--- config.mk ---
export PLATFORM = sky130hd
export DESIGN_NAME = memoryHandler
export DESIGN_NICKNAME = d
export VERILOG_FILES = /design/src/memPkg.sv /design/src/accessSequencer.sv /design/src/loadAligner.sv /design/src/memoryHandler.sv /design/src/storeAligner.sv
export VERILOG_INCLUDE_DIRS = /design/src /design/src/src
export SDC_FILE = /design/constraint.sdc
export NUM_CORES = 1
export LEC_CHECK = 0
export BUFFER_PORTS_ARGS = -buffer_cell sky130_fd_sc_hd__buf_2
export CAP_MARGIN = 10
export CELL_PAD_IN_SITES_DETAIL_PLACEMENT = 1
export CELL_PAD_IN_SITES_GLOBAL_PLACEMENT = 1
export CORE_MARGIN = 8
export CORE_UTILIZATION = 33
export CTS_BUF_LIST = sky130_fd_sc_hd__clkbuf_4 sky130_fd_sc_hd__clkbuf_8
export DETAILED_ROUTE_END_ITERATION = 10
export MAX_ROUTING_LAYER = met4
export PLACE_DENSITY_LB_ADDON = 0.1
export SETUP_SLACK_MARGIN = 0.05
export SYNTH_ARGS = -nofsm -noshare
export SYNTH_HDL_FRONTEND = slang
export SYNTH_HIERARCHICAL = 1
export SYNTH_SLANG_ARGS = --single-unit
--- constraint.sdc ---
create_clock -name clk -period 2.9 [get_ports clk]
set_input_delay 0.145 -clock clk [delete_from_list [all_inputs] [get_ports clk]]
set_output_delay 0.145 -clock clk [all_outputs]
set_load 0.01 [all_outputs]
--- src/memoryHandler_cfg.svh ---
`ifndef MEMORY_HANDLER_CFG_SVH
`define MEMORY_HANDLER_CFG_SVH

// bus and register widths
`define MH_DATA_W 32
`define MH_ADDR_W 32

// sub-word sizes used by the aligners
`define MH_BYTE_W 8
`define MH_HALF_W 16

// bus data pattern meaning nothing valid
`define MH_IDLE_WORD 32'hDEAD_BEEF

// memory op codes as the decoder issues them
`define MH_OP_NONE 4'd0
`define MH_OP_LB   4'd1
`define MH_OP_LH   4'd2
`define MH_OP_LW   4'd3
`define MH_OP_LBU  4'd4
`define MH_OP_LHU  4'd5
`define MH_OP_SB   4'd6
`define MH_OP_SH   4'd7
`define MH_OP_SW   4'd8

`endif

--- src/memPkg.sv ---
`include "memoryHandler_cfg.svh"

package memPkg;

    typedef logic [`MH_DATA_W-1:0] word_t;
    typedef logic [`MH_ADDR_W-1:0] addr_t;

    // load/store op from the decoder
    typedef enum logic [3:0] {
        NONE = `MH_OP_NONE,
        LB   = `MH_OP_LB,
        LH   = `MH_OP_LH,
        LW   = `MH_OP_LW,
        LBU  = `MH_OP_LBU,
        LHU  = `MH_OP_LHU,
        SB   = `MH_OP_SB,
        SH   = `MH_OP_SH,
        SW   = `MH_OP_SW
    } memOp_t;

    // request kind seen by the bus
    typedef enum logic [1:0] {
        BUS_IDLE  = 2'b00,
        BUS_WRITE = 2'b01,
        BUS_READ  = 2'b10,
        BUS_FETCH = 2'b11
    } busOp_t;

    typedef enum logic [2:0] {
        INC      = 3'd0, // only cycle where the cpu runs
        FETCH    = 3'd1,
        F_WAIT   = 3'd2,
        DATA     = 3'd3,
        LOAD     = 3'd4,
        STORE    = 3'd5,
        INC_WAIT = 3'd6
    } mhState_t;

    // what the current instruction wants from memory
    typedef struct packed {
        memOp_t memOp;
        logic   memWrite;
        logic   memRead;
        logic   memSource; // 1 = fpu register
        addr_t  address;
    } memReq_t;

    typedef struct packed {
        busOp_t op;
        addr_t  addr;
        word_t  data;
    } busReq_t;

endpackage

--- src/accessSequencer.sv ---
`include "memoryHandler_cfg.svh"

module accessSequencer (
    input  logic            clk,
    input  logic            nrst,
    input  logic            busy_i,
    input  memPkg::memReq_t memReq_i,
    input  memPkg::word_t   instr_i,
    input  memPkg::word_t   loadWord_i,
    input  memPkg::word_t   storeWord_i,
    output memPkg::busReq_t busReq_o,
    output memPkg::word_t   regData_o,
    output memPkg::word_t   instruction_o,
    output logic            freeze_o
);
    import memPkg::*;

    mhState_t state;
    mhState_t stateNext;
    logic     busyPrev;
    logic     busyFall;
    addr_t    addrReg;

    // busy edge detector
    always_ff @(posedge clk) begin
        if (!nrst) begin
            busyPrev <= 1'b0;
        end else begin
            busyPrev <= busy_i;
        end
    end

    assign busyFall = busyPrev && !busy_i; // access done this cycle

    always_ff @(posedge clk) begin
        if (!nrst) begin
            state <= FETCH;
        end else begin
            state <= stateNext;
        end
    end

    // next state
    always_comb begin
        stateNext = state;
        case (state)
            FETCH: begin
                if (busyFall) begin
                    stateNext = F_WAIT;
                end
            end
            F_WAIT: begin
                stateNext = DATA;
            end
            DATA: begin
                // store wins if both flags are set
                if (memReq_i.memWrite) begin
                    stateNext = STORE;
                end else if (memReq_i.memRead) begin
                    stateNext = LOAD;
                end else begin
                    stateNext = INC;
                end
            end
            LOAD, STORE: begin
                if (busyFall) begin
                    stateNext = INC;
                end
            end
            INC: begin
                stateNext = INC_WAIT;
            end
            INC_WAIT: begin
                stateNext = FETCH;
            end
            default: begin
                stateNext = FETCH;
            end
        endcase
    end

    // address is latched in DATA so it is stable for the whole access
    always_ff @(posedge clk) begin
        if (!nrst) begin
            addrReg <= '0;
        end else if (state == DATA && (memReq_i.memRead || memReq_i.memWrite)) begin
            addrReg <= memReq_i.address;
        end
    end

    // load result lands on the edge and is valid from INC
    always_ff @(posedge clk) begin
        if (!nrst) begin
            regData_o <= '0;
        end else if (state == LOAD && busyFall) begin
            regData_o <= loadWord_i;
        end
    end

    always_ff @(posedge clk) begin
        if (!nrst) begin
            instruction_o <= '0;
        end else if (state == F_WAIT && instr_i != `MH_IDLE_WORD) begin
            instruction_o <= instr_i; // idle pattern keeps the old word
        end
    end

    // bus request follows the state
    always_comb begin
        busReq_o.addr = addrReg;
        busReq_o.data = `MH_IDLE_WORD;
        case (state)
            FETCH: begin
                busReq_o.op = BUS_FETCH;
            end
            LOAD: begin
                busReq_o.op = BUS_READ;
            end
            STORE: begin
                busReq_o.op   = BUS_WRITE;
                busReq_o.data = storeWord_i; // only place real data goes out
            end
            default: begin
                busReq_o.op = BUS_IDLE;
            end
        endcase
    end

    assign freeze_o = (state != INC); // cpu steps once per instruction

endmodule

--- src/loadAligner.sv ---
`include "memoryHandler_cfg.svh"

module loadAligner (
    input  memPkg::memOp_t memOp_i,
    input  memPkg::word_t  rawWord_i,
    output memPkg::word_t  loadWord_o
);
    import memPkg::*;

    logic [`MH_BYTE_W-1:0] lowByte;
    logic [`MH_HALF_W-1:0] lowHalf;
    logic                  byteSign;
    logic                  halfSign;

    assign lowByte  = rawWord_i[`MH_BYTE_W-1:0];
    assign lowHalf  = rawWord_i[`MH_HALF_W-1:0];
    assign byteSign = lowByte[`MH_BYTE_W-1];
    assign halfSign = lowHalf[`MH_HALF_W-1];

    always_comb begin
        case (memOp_i)
            LB: begin
                // sign extend byte
                loadWord_o = {{(`MH_DATA_W-`MH_BYTE_W){byteSign}}, lowByte};
            end
            LH: begin
                loadWord_o = {{(`MH_DATA_W-`MH_HALF_W){halfSign}}, lowHalf};
            end
            LW: begin
                loadWord_o = rawWord_i; // full word as is
            end
            LBU: begin
                loadWord_o = {{(`MH_DATA_W-`MH_BYTE_W){1'b0}}, lowByte};
            end
            LHU: begin
                loadWord_o = {{(`MH_DATA_W-`MH_HALF_W){1'b0}}, lowHalf};
            end
            default: begin
                // stores and none never write the register
                loadWord_o = '0;
            end
        endcase
    end

endmodule

--- src/memoryHandler.sv ---
module memoryHandler (
    input  logic            clk,
    input  logic            nrst,
    input  logic            busy_i,
    input  memPkg::memReq_t memReq_i,
    input  memPkg::word_t   regData_i,
    input  memPkg::word_t   fpuData_i,
    input  memPkg::word_t   dataMmio_i,
    input  memPkg::word_t   instr_i,
    output memPkg::busReq_t busReq_o,
    output memPkg::word_t   regData_o,
    output memPkg::word_t   instruction_o,
    output logic            freeze_o
);
    import memPkg::*;

    word_t loadWord;
    word_t storeWord;

    // bus read data to register value
    loadAligner i_loadAligner (
        .memOp_i    (memReq_i.memOp),
        .rawWord_i  (dataMmio_i),
        .loadWord_o (loadWord)
    );

    // register value to bus write data
    storeAligner i_storeAligner (
        .memOp_i     (memReq_i.memOp),
        .fromFpu_i   (memReq_i.memSource),
        .regWord_i   (regData_i),
        .fpuWord_i   (fpuData_i),
        .storeWord_o (storeWord)
    );

    accessSequencer i_accessSequencer (
        .clk           (clk),
        .nrst          (nrst),
        .busy_i        (busy_i),
        .memReq_i      (memReq_i),
        .instr_i       (instr_i),
        .loadWord_i    (loadWord),
        .storeWord_i   (storeWord),
        .busReq_o      (busReq_o),
        .regData_o     (regData_o),
        .instruction_o (instruction_o),
        .freeze_o      (freeze_o)
    );

endmodule

--- src/storeAligner.sv ---
`include "memoryHandler_cfg.svh"

module storeAligner (
    input  memPkg::memOp_t memOp_i,
    input  logic           fromFpu_i,
    input  memPkg::word_t  regWord_i,
    input  memPkg::word_t  fpuWord_i,
    output memPkg::word_t  storeWord_o
);
    import memPkg::*;

    word_t srcWord;

    // fpu or integer register file
    assign srcWord = fromFpu_i ? fpuWord_i : regWord_i;

    always_comb begin
        case (memOp_i)
            SB: begin
                storeWord_o = {{(`MH_DATA_W-`MH_BYTE_W){1'b0}},
                               srcWord[`MH_BYTE_W-1:0]};
            end
            SH: begin
                storeWord_o = {{(`MH_DATA_W-`MH_HALF_W){1'b0}},
                               srcWord[`MH_HALF_W-1:0]};
            end
            SW: begin
                storeWord_o = srcWord;
            end
            default: begin
                storeWord_o = '0; // not a store
            end
        endcase
    end

endmodule

# [Word-level counts from Yosys, hierarchy flattened]
# Cells that the tools add are included.
[totals] regBits=100 latchBits=0 ramBits=0 rom_bits=0 input_bits=170 output_inout_bits=131 n_memories=0
[classes] addsub=0 multipliers=0 n_div=0 n_lt_le_gt_ge=0 eq_ne=16 shifts=0 muxes=10 n_bitwise=0 n_reduce_logical=10
[op_table] operator="one-hot mux 32 bit (5 select lines)" n=1
[op_table] operator="one-hot mux 32 bit (3 select lines)" n=1
[op_table] operator="two-way mux 32 bit" n=2
[op_table] operator="inequality test 32 bit, second input constant" n=1
[op_table] operator="equality test 4 x 3 -> 1 bit, second input constant" n=4
[op_table] operator="one-hot mux 3 bit (5 select lines)" n=1
[op_table] operator="two-way mux 3 bit" n=4
[op_table] operator="equality test 4 x 2 -> 1 bit, second input constant" n=2
[op_table] operator="equality test 3 x 2 -> 1 bit, second input constant" n=2
[op_table] operator="equality test 3 bit, second input constant" n=2
[op_table] operator="one-hot mux 2 bit (3 select lines)" n=1
[op_table] operator="equality test 4 x 1 -> 1 bit, second input constant" n=1
[op_table] operator="equality test 4 bit, second input constant" n=1
[op_table] operator="logical AND 1 bit" n=4
[op_table] operator="inequality test 2 x 1 -> 1 bit, second input constant" n=2
[op_table] operator="equality test 3 x 1 -> 1 bit, second input constant" n=1
[op_table] operator="logical NOT 3 bit" n=1
[op_table] operator="nonzero test 3 bit" n=1
[op_table] operator="AND reduction 2 bit" n=1
[op_table] operator="OR reduction 2 bit" n=1
[op_table] operator="logical NOT 1 bit" n=1
[op_table] operator="logical OR 1 bit" n=1

# [Logic depth before layout (Yosys ltp)]
# Gate-level depths: netlist of the first run.
[depth] word_depth=4 ltp_mapped=7 ltp_nobuf=5

# [By module]
# The synthesis of the first run kept the hierarchy.
[modules_own_cells] module="accessSequencer" n_inst=1 cells_each=494 area_each_um2=4174.0
[modules_own_cells] module="storeAligner" n_inst=1 cells_each=75 area_each_um2=558.0
[modules_own_cells] module="loadAligner" n_inst=1 cells_each=47 area_each_um2=362.8

# [Worst setup path after synthesis of the first run]
# No wires, ideal clock.
[synth_timing] path_kind="register to output" startpoint="register i_accessSequencer.state[0]" endpoint="output busReq_o[16] (netlist name)" arrival_time_ps=1406 required_ps=2755 setup_slack_ps=1349 path_stages_with_launch=7 path_cell_list="dfxtp_1 -> buf_2 -> nor2b_1 -> buf_2 -> and2_1 -> clkbuf_1 -> nand2b_1"
[synth_lines] item="from (decl)" line="accessSequencer.sv:18" rtl="mhState_t state;"
[synth_lines] item="from (signal assigned)" line="accessSequencer.sv:39" rtl="state <= stateNext;"
[synth_lines] item="to (decl)" line="memoryHandler.sv:10" rtl="output memPkg::busReq_t busReq_o,"

==> results of run 1 <==
sequential cells by signal, indices dropped and copies added, names as in the netlist:
name                             flops
i_accessSequencer/instruction_o     32
i_accessSequencer/state              3
i_accessSequencer/busyPrev           1
i_accessSequencer/addrReg           32
i_accessSequencer/regData_o         32
stage by stage:
step           utilization (%)  instance area [um^2]  hold slack [ps]  std cells
2_1_floorplan                -                  5095            266.7        616
3_3_place_gp             43.52                  6591            380.6       1061
3_5_place_dp             43.52                  6591            383.7       1061
4_1_cts                  47.34                  7171            1.923       1116
5_1_grt                  47.41                  7181            14.03       1120
6_report                 47.41                  7181            26.06       1120
worst reg2reg max path: cells and delay by family, from the launching register on:
kind | cells | cell delay [ps]
compound gates | 1 | 640
buf+inv | 2 | 630
flops | 1 | 520
mux | 1 | 270
area by class of cell:
type	count	area, um^2
fillers	1949	7965
inverters	1	3.754
well taps	188	235.2
repair buffers	346	1947
clock buffers	11	145.1
flip-flops and latches	100	2002
multi-input cells	465	2794
clock inverters	5	43.79
diodes	4	10.01
placed cells by master, fill, tap and decap left out, types with 17 or more instances in the layout:
cell,n
nor2_1,22
buf_2,299
a21oi_1,17
mux2i_1,64
a21boi_0,57
nand2b_1,26
nand2_1,193
dlygate4sd3_1,39
a21o_1,24
dfxtp_1,100
cell families after synthesis:
| logic type | count (synthesis) | synth area share (%) |
|---|---|---|
| and+or+nand+nor | 287 | 25.59 |
| buffers and inverters | 51 | 5.918 |
| xor gates and xnor gates | 1 | 0.1719 |
| muxes | 64 | 12.57 |
| DFF | 100 | 39.29 |
| AOI/OAI and AO/OA | 113 | 16.45 |
layer usage:
layer / vias to the layer above / track usage [%]
li1: 2660 / -
met1: 2595 / 22.41
met2: 193 / 35.57
met3: 26 / 6.150
met4: 0 / 6.971
met5: - / -
power by group:
| group | internal, uW | total [uW] | leakage, uW | switching, uW |
|---|---|---|---|---|
| clock network | 359 | 874 | 0.0000972 | 515 |
| logic | 261 | 541 | 0.00254 | 280 |
| registers | 1400 | 1420 | 0.000807 | 18.8 |
path summary, 6_finish.rpt:
check,from,end,slack (ps)
max,i_accessSequencer/state[0],busReq_o[9],410
min,memReq_i[12],i_accessSequencer/addrReg[12],30
max reg2reg,i_accessSequencer/state[1],i_accessSequencer/instruction_o[16],770
min reg2reg,i_accessSequencer/addrReg[16],i_accessSequencer/addrReg[16],460
what timing repair did:
item                                   in CTS  in global routing
endpoints found under the hold margin      39                  0
hold buffers                               39                  0
setup endpoints to repair                   0                  0
==> results.md, run 1 <==
* Crit path max fanout at 24
* Final min period at 2492 ps
* CP max stage delay at 680 ps
* Post-CTS Setup Inserts at 0
* Top_reg_cell synth: dfxtp_1
* CTS clk-pin slew, worst paths at 100 ps
* YS warnings at 6
* WP data required at 2760 ps
* Netlist cell types at 37
* Critical Path Slowest Stage Cell: and2_1
* Global-route wire length before repair at 31690 um
* Unrepaired setup endpoints after global routing: false
* Mapped Area at 5095 um^2
* Ranking of synthesized cells by area: dfxtp_1 39%, nand2_1 14%, mux2i_1 13%
* Leading area contributor after synthesis: dfxtp_1
* Max_slew headroom at 19.02%
* Layout cell share with drive strength beyond 1 at 35.67%
* Post-synth EDFFs at 0
* Post-route ant nets at 0
* DP HPWL at 15570 um
* VDD IR max at 250.7 uV
* Max-slew violations at 0
* DRT Pass-1 Iters at 4
* Post-CTS sizing at 0
* Routed WL at 20460 um
* RD Place Congestion at 0.9392
* Max Freq at 401.3 MHz
* Pleak at 0.003448 uW
* Setup WS pre-CTS at 794.8 ps
* Uppermost layer routed: met4
* Worst-Skew Late Latency at 380 ps
* WL per Instance at 18.27 um
* Final setup fails at 0
* TritonCTS clock tree: built
* Met2 WL at 10110 um
* DIE AREA at 19670 um^2
* Crit end category: output pin
* Rows at 45
* Most common cell in the synthesized netlist: nand2_1
* R2R depth at 4
* CP top delay family: simple AND/OR/NAND/NOR gates
* Worst setup margin at 408.1 ps
* Critical path depth at 5
* Vias per cell at 4.888
* Vias at 5474
* Critical path buffers and inverters at 2
* NumNets Final at 1093
* Power Dens Cells at 394.1 nW/um^2
* Clk buf depth at 2
* Setup tns final at 0 ps
* Least-Margin Pin Slew at 1215 ps
* Synth Net Count at 786
* 1st-iter DRT viols at 196
* Synth top area share at 39.29%
* Mean Syn Cell Area at 8.271 um^2
* Largest net degree at the start of global routing at 133
* Layout Skew at 11.27 ps
* Flops & latches, synth at 100
* Post-synthesis sequential area ratio at 39.29%
* Worst Setup Path Type: flop to output pin
* DR WL met3 at 1634 um
* Synth cell count leaders: 193 x nand2_1, 100 x dfxtp_1, 64 x mux2i_1
* Area Growth Syn to Fin at 40.94%
* Die W at 140.3 um
* Gr ovfl total at 0
* Initial Util at 33.64%
* Io pins at 301
* Post-route DRC at 0
* Clk root buf: clkbuf_8
* Status: finished clean
* Number of global-route vias before repair at 5987
* Critical path cell sequence: nor2b_1 -> buf_4 -> and2_1 -> nand2b_1 -> buf_2
* Number of port buffers at 300
* Final period util at 85.93%
* Max cap viols at 0
* H-tree depth at 3
* Chip height at 140.3 um
* Worst min path class: input port to flop
* Clock Sinks at 100
* Antenna violations before repair at 4
* Critical Path Source Type: flop
* Post-Route M1 WL at 8294 um
* Gr usage total at 20.68%
* Syn Inst Count at 616
* Area of the core at 15150 um^2
* Pwr Total at 2830 uW
* Async SR Flop Fraction at 0%
* Final Hold Viols at 0
* Arr. time, crit path at 2350 ps
* CTS Buf Count at 9
* Hold depth at 3
No activity file was read; power rests on OpenSTA's default activity.
==> run 2, diff against run 1 <==
- REMOVE_ABC_BUFFERS: default -> 1
==> run 2 against run 1 <==
Sequential power about the same. Global-route usage decreased by 0.70 points. Register-to-register slack improved by 160 ps. Largest power group unchanged. Die area unchanged. Fmax increased by 3.6%. Critical path depth unchanged. Design area increased by 2.1%.
==> results.md, run 2 (synthesis results as in run 1) <==
* Status: finished clean
* Finished Layout Cells at 1131
* Clk buf depth at 2
* Worst setup margin at 493.8 ps
* NumNets Final at 1104
* Post-CTS sizing at 0
* Arr. time, crit path at 2260 ps
* Largest net degree at the start of global routing at 83
* Layout Skew at 9.814 ps
* Clk root buf: clkbuf_8
* Most frequent cells in the layout: 299 x buf_2, 193 x nand2_1, 100 x dfxtp_1, 64 x mux2i_1, 57 x a21boi_0
* Final period util at 82.97%
* Vias per cell at 4.777
* Least-Margin Pin Slew at 1049 ps
* WP data required at 2760 ps
* DP Cell Count at 1060
* Worst min path class: input port to flop
* Post-route ant nets at 0
* Max Freq at 415.6 MHz
* Number of global-route vias before repair at 5948
* Max-slew violations at 0
* Max cap viols at 0
* Crit path max fanout at 24
* Chip height at 140.3 um
* Number of port buffers at 300
* DP HPWL at 14840 um
* Initial Util at 33.64%
* Worst-Skew Late Latency at 380 ps
* Worst Setup Path Type: flop to output pin
* Rows at 45
* Crit end category: output pin
* Most common cell after layout, fill and taps aside: buf_2
* 1st-iter DRT viols at 147
* Max_slew headroom at 30.10%
* Area of the core at 15150 um^2
* RD Place Congestion at 0.8065
* Setup tns final at 0 ps
* Critical Path Source Type: flop
* CTS clk-pin slew, worst paths at 90 ps
* Post-route DRC at 0
* Routed WL at 19730 um
* DIE AREA at 19670 um^2
* Antenna violations before repair at 5
* TritonCTS clock tree: built
* Final setup fails at 0
* DRT Pass-1 Iters at 4
* H-tree depth at 3
* CTS Buf Count at 9
* Layout cell share with drive strength beyond 1 at 35.07%
* Global-route wire length before repair at 30710 um
* Io pins at 301
* VDD IR max at 200.2 uV
* Pleak at 0.003510 uW
* Final Hold Viols at 0
* Gr usage total at 19.98%
* Die W at 140.3 um
* Power Dens Cells at 401.1 nW/um^2
* Final min period at 2406 ps
* Unrepaired setup endpoints after global routing: false
* WL per Instance at 17.44 um
* Largest registers: i_accessSequencer/addrReg: 32 flops, i_accessSequencer/instruction_o: 32 flops, i_accessSequencer/regData_o: 32 flops
* Area Growth Syn to Fin at 43.89%
* Vias at 5403
* Clock Sinks at 100
* Setup WS pre-CTS at 846.4 ps
* Gr ovfl total at 0
## run 2: path summary, 6_finish.rpt
path | slack, ps | to | from | depth (start not counted)
max reg2reg | 930 | i_accessSequencer/addrReg[3] | i_accessSequencer/state[2] | 4
max | 490 | busReq_o[18] | i_accessSequencer/state[0] | 5
min reg2reg | 460 | i_accessSequencer/addrReg[18] | i_accessSequencer/addrReg[18] | 2
min | 30 | i_accessSequencer/instruction_o[31] | instr_i[31] | 3
## run 2: area by class of cell
| cell class | instances | area (um^2) |
|---|---|---|
| fillers | 1915 | 7815 |
| multi-input cells | 465 | 2794 |
| repair buffers | 357 | 2072 |
| flip-flops and latches | 100 | 2002 |
| well taps | 188 | 235.2 |
| clock buffers | 9 | 123.9 |
| clock inverters | 6 | 87.58 |
| diodes | 5 | 12.51 |
| inverters | 1 | 3.754 |
## run 2: timing repair
| action | CTS | global route |
|---|---|---|
| setup buffers | 0 | 0 |
| hold endpoints to repair | 50 | 1 |
| setup endpoints to repair | 0 | 0 |
| hold buffers | 50 | 1 |
## run 2: report_power, final
part           leakage [uW]  internal, uW  switching (uW)
Clock              0.000109           483             502
Combinational       0.00259           271             264
Sequential         0.000807          1400            24.5
## run 2: routing by layer
metal  routed length [um]  up-vias  GRT usage, %
met1                 7658     2502         20.15
li1                     -     2682             -
met3                 1751       30         7.815
met5                    0        -             -
met2                 9827      189         34.47
met4                  488        0         7.543
## run 2: stage by stage
stage | hold WS, ps | area, um^2 | utilization, % | power, uW
after detailed placement | 386.9 | 6596 | 43.55 | 1935
after global placement | 378.9 | 6596 | 43.55 | 1921
after CTS | 1.304 | 7308 | 48.25 | 2994
after global routing | 8.931 | 7331 | 48.40 | 3092
after floorplan | 221.2 | 4797 | - | 1652
final | 32.74 | 7331 | 48.40 | 2941
## run 2: critical path, stage by stage, from the launching register on
cell and delay (ps):
dfxtp_1 530, nor2b_1 180, buf_4 180, and2_1 690, nand2b_1 130, buf_2 180
==> run 3, diff against run 2 <==
- ABC_AREA: default -> 1
- CORE_UTILIZATION: 33 -> 30
- clock period: 2.9 -> 2.3 ns (I/O delays scaled with it)
==> run 3 against run 2 <==
Global-route usage down 0.27 points. Worst hold slack better by 6.1 ps. Design area up 0.67%. Sequential share of layout area down 0.18 points. Die area up 12%. Highest routed layer unchanged.
==> results.md, run 3 <==
* Ranking of synthesized cells by area: dfxtp_1 38%, nor2_1 14%, nand2_1 13%
* Final Hold Viols at 0
* TritonCTS clock tree: built
* Final setup fails at 0
* Max-slew violations at 0
* Io pins at 301
* Most frequent cells in the layout: 300 x buf_2, 192 x nor2_1, 183 x nand2_1, 100 x dfxtp_1, 71 x inv_1
* Status: finished clean
* Met1 usage at 21.66%
* Crit end category: output pin
* Top_reg_cell synth: dfxtp_1
* NumNets Final at 1304
* Placed inst area at 6843 um^2
* Design area at 7380 um^2
* Crit path max fanout at 32
* Hold_buf cts at 32
* Clock Sinks at 100
* Max_slew headroom at 55.50%
* Mapped Area at 5264 um^2
* Global-route wire length before repair at 33930 um
* Unrepaired setup endpoints after global routing: false
* Post-CTS Setup Inserts at 0
* VDD IR max at 497.6 uV
* Leading area contributor after synthesis: dfxtp_1
* Most common cell after layout, fill and taps aside: buf_2
* Post-CTS sizing at 0
* Mean Syn Cell Area at 6.342 um^2
* Pwr Total at 5307 uW
* Max cap viols at 0
* DRT Pass-1 Iters at 4
* Register area at 2002 um^2
* Area of the core at 17240 um^2
* DIE AREA at 22040 um^2
* Worst Setup Path Type: flop to output pin
* Number of global-route vias before repair at 6399
* Post-synthesis sequential area ratio at 38.03%
* Setup tns final at 0 ps
* Initial Util at 30.54%
* Number of port buffers at 300
* Max Freq at 535.0 MHz
* RD Place Congestion at 0.7743
* Layout Skew at 13.95 ps
* Antenna violations before repair at 0
* Largest registers: i_accessSequencer/addrReg: 32 flops, i_accessSequencer/instruction_o: 32 flops, i_accessSequencer/regData_o: 32 flops
* Largest net degree at the start of global routing at 65
* Finished Layout Cells at 1365
* Worst min path class: input port to flop
* YS warnings at 6
* Vias at 6154
* Clk root buf: clkbuf_8
* Worst-Skew Late Latency at 380 ps
* H-tree depth at 3
* Post-route DRC at 0
* Filler cells at 2405
* WP data required at 2180 ps
* Flops & latches, synth at 100
* Met2 Use GR at 34.27%
* Rows at 48
* Met3 global-route usage at 6.199%
* Netlist cell types at 23
* Syn Inst Count at 830
* Die W at 148.5 um
* Critical Path Source Type: flop
* DP HPWL at 16190 um
* Post-route ant nets at 0
* Gr usage total at 19.71%
* Power Dens Cells at 719.1 nW/um^2
* CTS Buf Count at 9
* Area of the multi-input gates at 2648 um^2
* Area Growth Syn to Fin at 40.19%
* Final period util at 81.27%
* CTS clk-pin slew, worst paths at 100 ps
* Chip height at 148.5 um
* Synth top area share at 38.03%
* Layout cell share with drive strength beyond 1 at 32.92%
* Clk buf depth at 2
* 1st-iter DRT viols at 236
* WL per Instance at 15.91 um
* Post-layout util at 42.81%
* Gr busiest metal: met2
* Routed WL at 21720 um
* Arr. time, crit path at 1750 ps
* Synth cell count leaders: 192 x nor2_1, 183 x nand2_1, 100 x dfxtp_1
* Vias per cell at 4.508
* Final min period at 1869 ps
* Pleak at 0.003979 uW
* DP Cell Count at 1316
* Most common cell in the synthesized netlist: nor2_1
* Gr ovfl total at 0
* Async SR Flop Fraction at 0%
* Post-synth EDFFs at 0
* Least-Margin Pin Slew at 667.5 ps
## run 3: cell count changes in the layout (fill, tap and decap cells not counted), moves of 19 or more
cell           change
a21o_1            -24
nand3_1           +52
dlygate4sd3_1     -19
inv_1             +70
mux2i_1           -64
nor2_1           +170
a21boi_0          -57
a21oi_1           +39
or2_2             +23
nand2b_1          -26
o21ai_0           +64
## run 3: logic make-up (layout without fill, tap and decap cells)
logic type	after synthesis	in the layout	synth area share, %
buffers and inverters	125	434	11.67
other	0	1	0
flip-flops	100	100	38.03
AND/OR/NAND/NOR	473	473	37.58
AO/OA/AOI/OAI	132	132	12.72
## run 3: routing by layer
| metal | vias to the layer above | wire length [um] | share of wire, % |
|---|---|---|---|
| li1 | 3186 | - | - |
| met1 | 2759 | 8930 | 41 |
| met2 | 195 | 10830 | 50 |
| met3 | 14 | 1735 | 8.0 |
| met4 | 0 | 222 | 1.0 |
| met5 | - | 0 | 0 |
## run 3: final cells by class
cell class,instances,area share (%)
antenna,1,0.03391
multi-input combinational,605,35.88
clock buffer,9,1.679
tap,225,3.815
timing repair buffer,344,26.42
sequential,100,27.13
inverter,74,3.832
clock inverter,7,1.221
## run 3: final timing paths
check,to,depth (start not counted),slack [ps],from
min reg2reg,i_accessSequencer/instruction_o[5],2,490,i_accessSequencer/instruction_o[5]
max,busReq_o[0],6,430,i_accessSequencer/state[0]
min,i_accessSequencer/addrReg[16],3,40,memReq_i[16]
max reg2reg,i_accessSequencer/addrReg[28],7,780,i_accessSequencer/state[2]
## run 3: per-stage QoR
step / hold WS, ps / worst slack (ps)
2_1_floorplan: 193.6 / 381.5
3_3_place_gp: 334.5 / 727.4
3_5_place_dp: 344.5 / 719.1
4_1_cts: 9.541 / 368.6
5_1_grt: 14.93 / 316.5
6_report: 38.86 / 430.8
## run 3: critical path, stage by stage (launching register included)
cell and delay, ps:
dfxtp_1 360, inv_1 90, nor2_2 160, nand2_1 70, buf_4 220, or2_2 330, buf_2 150
## run 3: report_power, final
part	internal (uW)	switching [uW]
logic	801	1160
registers	1990	130
clock network	534	694
total	3320	1980
